`config.mk`:
```
export PLATFORM = sky130hd
export DESIGN_NAME = dcache_result_flat
export DESIGN_NICKNAME = d
export VERILOG_FILES = /design/src/verilog/dcache_pkg.sv /design/src/verilog/dcache_if.sv /design/src/verilog/dcache_result.sv /design/src/flat_wrapper.sv
export VERILOG_INCLUDE_DIRS = /design/src /design/src/verilog
export SDC_FILE = /design/constraint.sdc
export NUM_CORES = 1
export LEC_CHECK = 0
export BUFFER_PORTS_ARGS = -buffer_cell sky130_fd_sc_hd__buf_2
export CAP_MARGIN = 15
export CORE_AREA = 8 8 281 283
export DETAILED_ROUTE_END_ITERATION = 8
export DIE_AREA = 0 0 289 291
export GPL_TIMING_DRIVEN = 1
export PLACE_DENSITY = 0.38
export SYNTH_ARGS = -nofsm -noshare
export SYNTH_HDL_FRONTEND = slang
export SYNTH_SLANG_ARGS = --single-unit
```
`constraint.sdc`:
```
create_clock -name vclk -period 4
set_input_delay 0.8 -clock vclk [all_inputs]
set_output_delay 0.8 -clock vclk [all_outputs]
set_load 0.1 [all_outputs]
```
`src/verilog/dcache_defines.svh`:
```
`ifndef DCACHE_DEFINES_SVH
`define DCACHE_DEFINES_SVH

// CPU side widths
`define DCACHE_ADDR_WIDTH 32
`define DCACHE_WORD_WIDTH 32

// Geometry, 16 sets of 2 ways with 16-byte lines
`define DCACHE_LINE_WORDS 4
`define DCACHE_SETS       16
`define DCACHE_WAYS       2

`endif

```
`src/verilog/dcache_pkg.sv`:
```
`default_nettype none

`include "dcache_defines.svh"

package dcache_pkg;

    // Address split
    localparam int BYTE_BITS   = $clog2(`DCACHE_WORD_WIDTH / 8);
    localparam int OFFSET_BITS = $clog2(`DCACHE_LINE_WORDS);
    localparam int INDEX_BITS  = $clog2(`DCACHE_SETS);
    localparam int LINE_BITS   = OFFSET_BITS + BYTE_BITS;
    localparam int TAG_BITS    = `DCACHE_ADDR_WIDTH - INDEX_BITS - LINE_BITS;

    typedef logic [INDEX_BITS-1:0]  index_t;
    typedef logic [OFFSET_BITS-1:0] offset_t;
    typedef logic [TAG_BITS-1:0]    tag_bits_t;
    typedef logic [`DCACHE_WAYS-1:0] way_vec_t;

    typedef struct packed {
        logic      valid;
        logic      dirty;
        tag_bits_t tag;
    } tag_entry_t;

    typedef logic [`DCACHE_LINE_WORDS-1:0][`DCACHE_WORD_WIDTH-1:0] line_t;

    // One CPU access as it moves down the pipeline
    typedef struct packed {
        logic                            read;
        logic                            write;
        logic [`DCACHE_ADDR_WIDTH-1:0]   addr;
        logic [`DCACHE_WORD_WIDTH-1:0]   wdata;
        logic [`DCACHE_WORD_WIDTH/8-1:0] be;
    } stage_req_t;

    function automatic index_t get_index(input logic [`DCACHE_ADDR_WIDTH-1:0] addr);
        return addr[LINE_BITS +: INDEX_BITS];
    endfunction

    function automatic tag_bits_t get_tag(input logic [`DCACHE_ADDR_WIDTH-1:0] addr);
        return addr[`DCACHE_ADDR_WIDTH-1 -: TAG_BITS];
    endfunction

    function automatic offset_t get_offset(input logic [`DCACHE_ADDR_WIDTH-1:0] addr);
        return addr[BYTE_BITS +: OFFSET_BITS];
    endfunction

    // Byte lanes with be set come from new_word
    function automatic logic [`DCACHE_WORD_WIDTH-1:0] merge_bytes(
        input logic [`DCACHE_WORD_WIDTH-1:0]   old_word,
        input logic [`DCACHE_WORD_WIDTH-1:0]   new_word,
        input logic [`DCACHE_WORD_WIDTH/8-1:0] be
    );
        logic [`DCACHE_WORD_WIDTH-1:0] merged;
        merged = old_word;
        for (int b = 0; b < `DCACHE_WORD_WIDTH / 8; b++) begin
            if (be[b]) begin
                merged[8*b +: 8] = new_word[8*b +: 8];
            end
        end
        return merged;
    endfunction

endpackage

`default_nettype wire

```
`src/verilog/dcache_if.sv`:
```
`timescale 1ns/1ns
`default_nettype none

`include "dcache_defines.svh"

// Stage-2 view: the request and everything read from its set
interface dcache_stage_if
    import dcache_pkg::*;
();
    stage_req_t                    s2;
    way_vec_t                      hit;
    tag_entry_t [`DCACHE_WAYS-1:0] tags;
    line_t      [`DCACHE_WAYS-1:0] lines;
    logic                          miss;

    modport decode  (output s2, hit, tags, lines, miss);
    modport result  (input hit, lines);
    modport execute (input s2, hit, tags, lines, miss);
endinterface

// Stage-3 state shared between the miss controller and the data path
interface dcache_fill_if
    import dcache_pkg::*;
();
    stage_req_t s3;
    logic       fwd;
    line_t      refill_buf;
    logic       fill_done;
    // Stage-2 line after way select and forwarding
    line_t      s2_line;

    modport execute (output s3, fwd, refill_buf, fill_done, input s2_line);
    modport result  (input s3, fwd, refill_buf, output s2_line);
endinterface

`default_nettype wire

```
`src/verilog/dcache_result.sv`:
```
`timescale 1ns/1ns
`default_nettype none

`include "dcache_defines.svh"

module dcache_result
    import dcache_pkg::*;
(
    dcache_stage_if.result                 stage,
    dcache_fill_if.result                  fill,
    output line_t                          merged_line,
    output logic [`DCACHE_WORD_WIDTH-1:0]  cpu_rdata
);
    offset_t s3_off;
    line_t   hit_line;

    assign s3_off = get_offset(fill.s3.addr);

    // Stage 2 way select
    always_comb begin
        hit_line = '0;
        for (int w = 0; w < `DCACHE_WAYS; w++) begin
            if (stage.hit[w]) begin
                hit_line = stage.lines[w];
            end
        end
    end

    // A stage-3 write to the same line has not reached the RAM yet
    always_comb begin
        fill.s2_line = hit_line;
        if (fill.fwd) begin
            fill.s2_line[s3_off] = merge_bytes(hit_line[s3_off], fill.s3.wdata, fill.s3.be);
        end
    end

    // Line stored back on a write hit or at the end of a refill
    always_comb begin
        merged_line = fill.refill_buf;
        if (fill.s3.write) begin
            merged_line[s3_off] = merge_bytes(fill.refill_buf[s3_off], fill.s3.wdata,
                                              fill.s3.be);
        end
    end

    assign cpu_rdata = fill.refill_buf[s3_off];
endmodule

`default_nettype wire

```
`src/flat_wrapper.sv`:
```
// flat-port wrapper written by rule: the top's interface ports become plain ports
module dcache_result_flat import dcache_pkg::*;
  (merged_line, cpu_rdata, stage_hit, stage_lines, fill_s3, fill_fwd, fill_refill_buf, fill_s2_line);
  dcache_stage_if stage_i ();
  dcache_fill_if fill_i ();
  output line_t merged_line;
  output logic [`DCACHE_WORD_WIDTH-1:0] cpu_rdata;
  input wire logic [$bits(stage_i.hit)-1:0] stage_hit;
  input wire logic [$bits(stage_i.lines)-1:0] stage_lines;
  input wire logic [$bits(fill_i.s3)-1:0] fill_s3;
  input wire logic [$bits(fill_i.fwd)-1:0] fill_fwd;
  input wire logic [$bits(fill_i.refill_buf)-1:0] fill_refill_buf;
  output wire logic [$bits(fill_i.s2_line)-1:0] fill_s2_line;
  assign stage_i.hit = stage_hit;
  assign stage_i.lines = stage_lines;
  assign fill_i.s3 = fill_s3;
  assign fill_i.fwd = fill_fwd;
  assign fill_i.refill_buf = fill_refill_buf;
  assign fill_s2_line = fill_i.s2_line;
  dcache_result u_core (.stage(stage_i), .fill(fill_i), .merged_line(merged_line), .cpu_rdata(cpu_rdata));
endmodule
```
; Word-level counts from Yosys, hierarchy flattened
; Cells that the tools add are included.
[totals]
register_bits = 0
inputBits = 457
out_inout_bits = 288
word_cells = 31
[classes]
order_cmp = 2
muxes = 28
reduce_logical = 1
[op_table]
columns = operator, n
row1 = $mux W128, 4
row2 = $bwmux W128, 2
row3 = $bmux W32 S2, 2
row4 = $mux W8, 16
row5 = $mux W32, 3
row6 = $demux W32 S2, 1
row7 = $lt A2 B3 Y1 const B, 1
row8 = $ge A2 B1 Y1 const B, 1
row9 = $logic_and A1 B1 Y1, 1

; Longest topological paths before layout
; Gate-level depths: netlist of the first run.
[depth]
ltp_word = 8
depth_mapped = 7
ltp_nobuf = 3

; Worst setup path before layout of the first run
; Ideal clock, no wire load.
[synth_timing]
path_type = input-to-output
from = input fill_s3[38]
to = output fill_s2_line[22]
arrival_ns = 3.626
setup_slack_ns = -0.426
cell_stages = 5
path_buffers = 3
cell_sequence = buf_2 > buf_6 > and4bb_2 > buf_2 > o21ai_0
[synth_between]
elab_chain_cells = 6
[synth_lines]
columns = element, line
row1 = "start, declared", flat_wrapper.sv:10  ; input wire logic [$bits(fill_i.s3)-1:0] fill_s3;
row2 = "$lt A2 B3 Y1 (not written as such), or another cell as far along", dcache_result.sv:33  ; fill.s2_line[s3_off] = merge_bytes(hit_line[s3_off], fill.s3.wdata, fill.s3.be);
row3 = $logic_and A1 B1 Y1 (not written as such) or $mux W32 (tied branches), dcache_result.sv:33
row4 = $mux W32 (not written as such) or $mux W8 (tied branches), "dcache_result.sv:33, dcache_pkg.sv:57"
row5 = $demux W32 S2 or $mux W8 (tied branches), --
row6 = $bwmux W128 (*), dcache_result.sv:33
row7 = $mux W128 (*), dcache_result.sv:32  ; if (fill.fwd) begin
row8 = "end, declared", flat_wrapper.sv:13  ; output wire logic [$bits(fill_i.s2_line)-1:0] fill_s2_line;
; Every way passes the cells marked *; elsewhere a longest branch is shown, timed or not. The select of a mux whose other input is x is not followed.

; Final worst setup path of the first run
[layout_timing]
from = input fill_s3[38]
to = output fill_s2_line[101]
; Same word-level chain as after synthesis.

==> out/qor.yml, run 1 <==
outcome:
  outcome: "finished, final reports clean"
clocking:
  cts_setup_buffers: 0
  hold_buffers: 0
  ctsResizeCount: 0
drt:
  finalWirelength_um: 56800
  drt-wirelength-per-cell_um: 22.4
  antenna_left: 0
  drcViolationCount: 0
  m1WireLength_um: 22700
  via_per_inst: 3.85
  vias: 9776
  met3_wirelength_um: 4990
  top_layer: "met5"
  dr_wl_met2_um: 28200
  drt-initial-drc-count: 524
  dr.pass1.iters: 5
job:
  maxCapViolCount: 0
timing:
  setup_viol: 0
  tightest_slew_ns: 0.656
  rsz0062_at_grt: "no"
  timing.final.crit_share_pct: 89.5
  hold_viol: 0
  max_freq_ghz: 0.279
  final.min_clock_period_ns: 3.58
  relSlewSlack_pct: 56.1
  drv_slew: 0
layout:
  fin_util_pct: 17.0
  seq_area_sq_um: 0
  mostFrequentLayoutCells: "547 x buf_2, 173 x buf_12, 160 x nor2_1"
  seq_cell_count: 0
  nets: 2013
  area.growth.synth_to_final_pct: 130
  drive_above_1_share_pct: 55.6
  layout_commonest_cell: "buf_2"
  nClkBuffers: 0
  nFillCells: 8573
logic_synthesis:
  netlist.area_leader.share_pct: 18.5
  synth_nets: 1350
  seq_area_frac_synth_pct: 0
  yosysWarningCount: 0
  yosysTopAreaCell: "mux2_2"
  syn_area_per_cell_sq_um: 6.22
  ys_types: 28
  synth_area_sq_mm: 0.00555
  syn_inst: 893
  synth_area_leaders: "mux2_2 18%, a22oi_1 17%, nor2_1 11%"
critical_path:
  critical_path.cell_chain: "buf_4 -> buf_4 -> nand4_1 -> a21oi_1 -> buf_12"
  cp-start-kind: "input pin"
  worst_setup_path_end_kind: "primary output"
  crit_top_cell: "buf_4"
  cpPeakStageDelay_ns: 0.55
  worstPathMaxFanout: 26
  cp_data_required_time_ns: 3.20
  crit_type: "input pin to primary output"
  crit_arrival_ns: 2.78
  critPathSlowestCell: "nand4_1"
worst_hold_path:
  hold_class: "input pin to primary output"
global_route:
  grt_pass1_vias: 10100
  grt_pass1_wl_um: 77100
  grt_usage_pct: 12.5
  gr-total-overflow: 0
  antenna_found_initial: 18
  grt_max_degree: 61
die:
  start_util_pct: 7.42
  die_area_sq_mm: 0.0841
  rows: 101
  fp.dieW_um: 289
  pin_count: 745
  core_sq_mm: 0.0748
  die_h_um: 291
placement:
  dp_hpwl_um: 49200
  portBuffers: 714
  routabilityCongestion: 0.811
[worst paths after layout]
path | from | endpoint | slack (ns) | cells after the start
worst max-delay path | fill_s3[38] | fill_s2_line[101] | 0.42 | 5
worst min-delay path | fill_refill_buf[78] | merged_line[78] | 2.02 | 3
[final cells by class]
type	instances	area, sq um	area share, %
multi-input combinational	803	5070	39.8
antenna	6	15.0	0.118
tap	978	1220	9.60
timing repair buffer	751	6440	50.5
[critical path: cells and delay by family]
| kind | cells | cell delay [ns] |
|---|---|---|
| buffers and inverters | 3 | 0.94 |
| and+or+nand+nor | 1 | 0.55 |
| AOI/OAI and AO/OA | 1 | 0.48 |
[synth_stat cells, types with 7 or more instances]
library cell  number
a31oi_1           65
nor2_1           160
a21oi_1           95
buf_6              7
mux2_2            91
o21ai_0           62
buf_4             16
buf_2             37
a22oi_1          127
nand2_1          130
nand4b_4           7
mux2i_1           32
clkbuf_1          27
[kinds of logic (layout without fill, tap and decap cells)]
family / Yosys count / in the layout / share of synthesized area [%]
compound gates: 351 / 351 / 38.8
other cells: 0 / 6 / 0
simple gates: 324 / 324 / 27.0
mux: 128 / 128 / 25.2
buf+inv: 90 / 751 / 8.95
[layer usage]
layer  vias to the layer above  GRT usage [%]
met5                         -              0
met1                      4521           14.9
met3                        42           3.15
met2                       533           22.6
met4                         8           2.06
li1                       4672              -
[through the flow]
step	worst slack, ns	TNS [ns]	area (sq um)	hold slack [ns]	std cells
global placement	0.342	0	12700	2.03	2532
floorplan	-0.426	-3.03	5550	2.04	893
global route	0.165	0	12700	2.04	2533
finish	0.421	0	12700	2.02	2538
CTS	0.338	0	12700	2.03	2532
detailed placement	0.351	0	12700	2.02	2532
==> run 2: changes to the inputs <==
==> constraint.sdc (replaced) <==
create_clock -name vclk -period 4
set_input_delay 0.2 -clock vclk [all_inputs]
set_output_delay 0.2 -clock vclk [all_outputs]
set_load 0.1 [all_outputs]
==> run 2 against run 1 <==
  * Global-route usage is 0.20 points higher
  * Critical path depth is 1 higher
  * Clock-buffer cell count stayed put
  * Non-clock buffer count is 18 lower
  * Cell count is 0.47% lower
  * Core utilization is 3.6 points lower
  * Critical path type unchanged
==> out/qor.yml, run 2 (synthesized netlist as in run 1, its figures left out) <==
outcome:
  outcome: "finished, final reports clean"  # unchanged
timing:
  setup_viol: 0  # unchanged
  rsz0062_at_grt: "no"  # unchanged
  timing.final.crit_share_pct: 68.7  # was 89.5%
  relSlewSlack_pct: 35.5  # was 56.1%
  tns_ns: 0  # unchanged
  final.min_clock_period_ns: 2.75  # was 3.58 ns
  tightest_slew_ns: 0.966  # was 0.656 ns
  drv_slew: 0  # unchanged
  max_freq_ghz: 0.364  # was 0.279 GHz
  hold_viol: 0  # unchanged
global_route:
  grt_usage_pct: 12.7  # was 12.5%
  grt_max_degree: 61  # unchanged
  gr-total-overflow: 0  # unchanged
  antenna_found_initial: 26  # was 18
  grt_pass1_wl_um: 78100  # was 77,100 um
  grt_pass1_vias: 10200  # was 10,100
placement:
  place_area_sq_mm: 0.0100  # was 0.0127 sq mm
  routabilityCongestion: 0.794  # was 0.811
  portBuffers: 714  # unchanged
  dp_hpwl_um: 50500  # was 49,200 um
critical_path:
  crit_top_cell: "buf_4"  # unchanged
  worst_setup_path_end_kind: "primary output"  # unchanged
  crit_arrival_ns: 2.55  # was 2.78 ns
  cp_data_required_time_ns: 3.80  # was 3.20 ns
  critical_path.cell_chain: "buf_4 -> buf_4 -> nor2b_1 -> nand2_1 -> a31oi_1 -> buf_2"  # was buf_4 -> buf_4 -> nand4_1 -> a21oi_1 -> buf_12
  cp-start-kind: "input pin"  # unchanged
  cpPeakStageDelay_ns: 0.63  # was 0.55 ns
  critPathSlowestCell: "nor2b_1"  # was nand4_1
  worstPathMaxFanout: 27  # was 26
  crit_type: "input pin to primary output"  # unchanged
layout:
  final_area_sq_mm: 0.0101  # was 0.0127 sq mm
  drive_above_1_share_pct: 55.1  # was 55.6%
  area.growth.synth_to_final_pct: 81.4  # was 130%
  fin_util_pct: 13.5  # was 17.0%
  seq_area_sq_um: 0  # unchanged
  nets: 1995  # was 2,013
  nClkBuffers: 0  # unchanged
  mostFrequentLayoutCells: "711 x buf_2, 160 x nor2_1, 130 x nand2_1"  # was 547 x buf_2, 173 x buf_12, 160 x nor2_1
  seq_cell_count: 0  # unchanged
  layout_commonest_cell: "buf_2"  # unchanged
die:
  start_util_pct: 7.42  # unchanged
  core_sq_mm: 0.0748  # unchanged
  rows: 101  # unchanged
  die_h_um: 291  # unchanged
  die_area_sq_mm: 0.0841  # unchanged
  fp.dieW_um: 289  # unchanged
  pin_count: 745  # unchanged
clocking:
  ctsResizeCount: 0  # unchanged
  hold_buffers: 0  # unchanged
  cts_setup_buffers: 0  # unchanged
job:
  maxCapViolCount: 0  # unchanged
power_and_ir_drop:
  vdd.ir_drop.worst_mv: 0.156
  power.leakage_uw: 0.00488
  powerDensity_mw_per_mm2: 294
drt:
  drt-initial-drc-count: 434  # was 524
  dr.pass1.iters: 4  # was 5
  finalWirelength_um: 58100  # was 56,800 um
  via_per_inst: 3.90  # was 3.85
  antenna_left: 0  # unchanged
  vias: 9846  # was 9,776
  drcViolationCount: 0  # unchanged
  drt-wirelength-per-cell_um: 23.0  # was 22.4 um
worst_hold_path:
  hold_class: "input pin to primary output"  # unchanged
## run 2: layer usage
| layer | track usage [%] | part of all wire, % | vias to the layer above |
|---|---|---|---|
| li1 | - | - | 4650 |
| met1 | 15.7 | 41 | 4536 |
| met2 | 21.5 | 47 | 583 |
| met3 | 2.80 | 8.6 | 73 |
| met4 | 4.33 | 3.5 | 4 |
| met5 | 0 | 0.026 | - |
## run 2: layout make-up
cell class	instances	area (sq um)
antenna	12	30.0
fill	8927	64700
multi-input combinational	803	5060
tap	978	1220
timing repair buffer	733	3750
## run 2: power by group
group	total, uW	leakage (uW)	internal [uW]	switching [uW]
clock network	0.0000116	0.0000000738	0.0000115	0
logic	2960	0.00488	530	2430
registers	0	0	0	0
total	2960	0.00488	530	2430
## run 2: path summary, 6_finish.rpt
path | slack [ns] | from | cells after the start | endpoint
max | 1.25 | fill_s3[38] | 6 | merged_line[120]
min | 0.90 | stage_lines[254] | 4 | fill_s2_line[126]
## run 2: critical path: cells and delay by family
kind	cells	cell delay, ns
buffers and inverters	3	1.11
and+or+nand+nor	2	0.78
AOI/OAI and AO/OA	1	0.45
## run 2: stage by stage
step	power, uW	hold WS [ns]	worst slack [ns]	cells
4_1_cts	2980	0.906	1.17	2514
2_1_floorplan	2250	0.837	0.774	893
6_report	2960	0.902	1.25	2526
5_1_grt	3070	0.941	1.04	2519
3_3_place_gp	2980	0.901	1.20	2514
3_5_place_dp	2970	0.904	1.17	2514
No activity file was read; power rests on OpenSTA's default activity.
==> run 3: changes to the inputs <==
ABC_AREA = 1   (was default)
CORE_AREA = 8 8 284 286   (was 8 8 281 283)
DIE_AREA = 0 0 292 294   (was 0 0 289 291)
PLACE_DENSITY = 0.4   (was 0.38)
clock period = 2.67 ns   (was 4 ns; I/O delays follow)
==> run 3 against run 2 <==
  * Global-route usage grew 4.4 points
  * Critical path type unchanged
  * First-iteration DRC count grew 130%
  * Clock-buffer cell count is the same
  * Area after synthesis grew 30%
  * Setup slack lost 0.88 ns
  * Cell count grew 35%
  * Sequential share of layout area is the same
  * Die area grew 2.1%
  * Synthesized cell count grew 100%
  * Total power grew 96%
  * Critical endpoint is now merged_line[45]
  * Critical path depth grew 6
  * Worst hold slack lost 0.21 ns
==> out/qor.yml, run 3 <==
global_route:
  grt_pass1_wl_um: 108000  # was 78,100 um
  gr-total-overflow: 0  # unchanged
  grt_max_degree: 68  # was 61
  grt_usage_pct: 17.1  # was 12.7%
  grt_pass1_vias: 13700  # was 10,200
  antenna_found_initial: 22  # was 26
critical_path:
  crit_arrival_ns: 2.16  # was 2.55 ns
  critPathSlowestCell: "a22oi_1"  # was nor2b_1
  crit_buf_inv: 5  # was 3
  crit_top_cell: "nand2_1"  # was buf_4
  crit_type: "input pin to primary output"  # unchanged
  critPathTopFamily: "buffers and inverters"  # unchanged
  critical_path.cell_chain: "buf_2 -> inv_1 -> nand2_1 -> clkinv_2 -> buf_12 -> a22oi_1 -> nand3_1 -> nand2_1 -> nand2_1 -> nand2_1 -> nand2_1 -> buf_2"  # was buf_4 -> buf_4 -> nor2b_1 -> nand2_1 -> a31oi_1 -> buf_2
  cpPeakStageDelay_ns: 0.34  # was 0.63 ns
  worstPathMaxFanout: 31  # was 27
  cp_data_required_time_ns: 2.54  # was 3.80 ns
  worst_setup_path_end_kind: "primary output"  # unchanged
  cp-start-kind: "input pin"  # unchanged
layout:
  seq_area_sq_um: 0  # unchanged
  nClkBuffers: 0  # unchanged
  nFillCells: 9154  # was 8,927
  mostFrequentLayoutCells: "1,409 x nand2_1, 601 x buf_2, 159 x nand3_1"  # was 711 x buf_2, 160 x nor2_1, 130 x nand2_1
  layout_commonest_cell: "nand2_1"  # was buf_2
  nets: 2889  # was 1,995
  drive_above_1_share_pct: 32.3  # was 55.1%
  multiInputGateArea_sq_mm: 0.00661  # was 0.00506 sq mm
  area.growth.synth_to_final_pct: 91.9  # was 81.4%
  seq_cell_count: 0  # unchanged
  final_area_sq_mm: 0.0138  # was 0.0101 sq mm
  fin_cells: 3420  # was 2,526
die:
  die_h_um: 294  # was 291 um
  rows: 102  # was 101
  die_area_sq_mm: 0.0858  # was 0.0841 sq mm
  core_sq_mm: 0.0764  # was 0.0748 sq mm
  pin_count: 745  # unchanged
  start_util_pct: 9.42  # was 7.42%
  fp.dieW_um: 292  # was 289 um
logic_synthesis:
  synth.mux.area_fraction_pct: 0  # was 25.2%
  yosysWarningCount: 0  # unchanged
  netlist.area_leader.share_pct: 73.5  # was 18.5%
  syn_area_per_cell_sq_um: 4.03  # was 6.22 sq um
  synthAdderAreaFrac_pct: 0  # unchanged
  syn_inst: 1788  # was 893
  synth_common_cells: "1,409 x nand2_1, 159 x nand3_1, 68 x buf_2"  # was 160 x nor2_1, 130 x nand2_1, 127 x a22oi_1
  synth_compound_area_share_pct: 5.54  # was 38.8%
  synth_most_common_cell: "nand2_1"  # was nor2_1
  synth_top_family_by_area: "simple AND/OR/NAND/NOR gates"  # was compound AO/OA/AOI/OAI gates
  synth_xor_area_share_pct: 0  # unchanged
  synth_area_sq_mm: 0.00720  # was 0.00555 sq mm
  synth_nets: 2245  # was 1,350
  ys_types: 15  # was 28
  synth_area_leaders: "nand2_1 73%, nand3_1 11%, buf_2 4.7%"  # was mux2_2 18%, a22oi_1 17%, nor2_1 11%
  synth-simple-area-share_pct: 85.3  # was 27.0%
  yosysTopAreaCell: "nand2_1"  # was mux2_2
  seq_area_frac_synth_pct: 0  # unchanged
clocking:
  ctsResizeCount: 0  # unchanged
  hold_buffers: 0  # unchanged
  cts_setup_buffers: 0  # unchanged
timing:
  max_freq_ghz: 0.435
  hold_ws_ns: 0.687  # was 0.902 ns
  tightest_slew_ns: 0.981  # was 0.966 ns
  hold_viol: 0  # unchanged
  timing.final.crit_share_pct: 86.0
  relSlewSlack_pct: 34.6  # was 35.5%
  setup_viol: 0  # unchanged
  final.min_clock_period_ns: 2.30
  rsz0062_at_grt: "no"  # unchanged
  fin_ws_ns: 0.373  # was 1.25 ns
  drv_slew: 0  # unchanged
drt:
  antenna_left: 0  # unchanged
  finalWirelength_um: 78800  # was 58,100 um
  vias: 14000  # was 9,846
  drt-wirelength-per-cell_um: 23.0  # about the same
  via_per_inst: 4.09  # was 3.90
  drcViolationCount: 0  # unchanged
  drt-initial-drc-count: 1009  # was 434
  dr.pass1.iters: 5  # was 4
power_and_ir_drop:
  powerDensity_mw_per_mm2: 419  # was 294 mW/mm^2
  p_total_uw: 5790  # was 2960 uW
  power.leakage_uw: 0.00833  # was 0.00488 uW
  vdd.ir_drop.worst_mv: 0.182  # was 0.156 mV
placement:
  dpl.cell_count: 3418  # was 2,514
  portBuffers: 714  # unchanged
  dp_hpwl_um: 65000  # was 50,500 um
  place_ws_ns: 0.420  # was 1.17 ns
  routabilityCongestion: 0.906  # was 0.794
  place_area_sq_mm: 0.0138  # was 0.0100 sq mm
job:
  maxCapViolCount: 0  # unchanged
outcome:
  outcome: "finished, final reports clean"  # unchanged
worst_hold_path:
  hold_class: "input pin to primary output"  # unchanged
## run 3: changes by cell type in the layout (fill, tap and decap cells not counted), moves of 30 or more
cell | before | now
buf_2 | 711 | 601
a21oi_1 | 95 | 0
a22oi_1 | 127 | 31
a31oi_1 | 65 | 0
nor2_1 | 160 | 1
o21ai_0 | 62 | 0
o21ai_1 | 2 | 32
nand3_1 | 0 | 159
mux2i_1 | 32 | 0
nand2_1 | 130 | 1409
mux2_2 | 91 | 0
buf_12 | 2 | 130
## run 3: routing by layer
| layer | GRT usage [%] | routed length, um | up-vias |
|---|---|---|---|
| li1 | - | - | 6804 |
| met1 | 22.6 | 34900 | 6313 |
| met2 | 28.1 | 35200 | 753 |
| met3 | 4.43 | 6750 | 100 |
| met4 | 3.14 | 1840 | 20 |
| met5 | 0 | 126 | - |
## run 3: final timing paths
path	start	to	slack, ns	cells past startpoint
worst min-delay path	fill_refill_buf[96]	merged_line[96]	0.69	4
worst max-delay path	fill_s3[39]	merged_line[45]	0.37	12
## run 3: cell type report
cell class / instances / area share (%)
Tap cell: 988 / 8.95
Inverter: 20 / 0.580
Antenna cell: 2 / 0.0362
Multi-Input combinational cell: 1644 / 47.9
Timing Repair Buffer: 766 / 42.6
## run 3: kinds of logic (layout without fill, tap and decap cells)
family,after synthesis,count (layout)
other cells,0,2
buf+inv,144,786
simple gates,1580,1580
compound gates,64,64
## run 3: per-stage QoR
stage / setup TNS (ns) / util (%)
final: 0 / 18.1
after global routing: 0 / 18.1
after CTS: 0 / 18.1
after detailed placement: 0 / 18.1
after global placement: 0 / 18.1
after floorplan: -0.0697 / -
## run 3: report_power, final
group	total [uW]	internal [uW]	switching, uW
Clock	0.000101	0.000101	0
Sequential	0	0	0
Combinational	5790	1370	4420
Total	5790	1370	4420
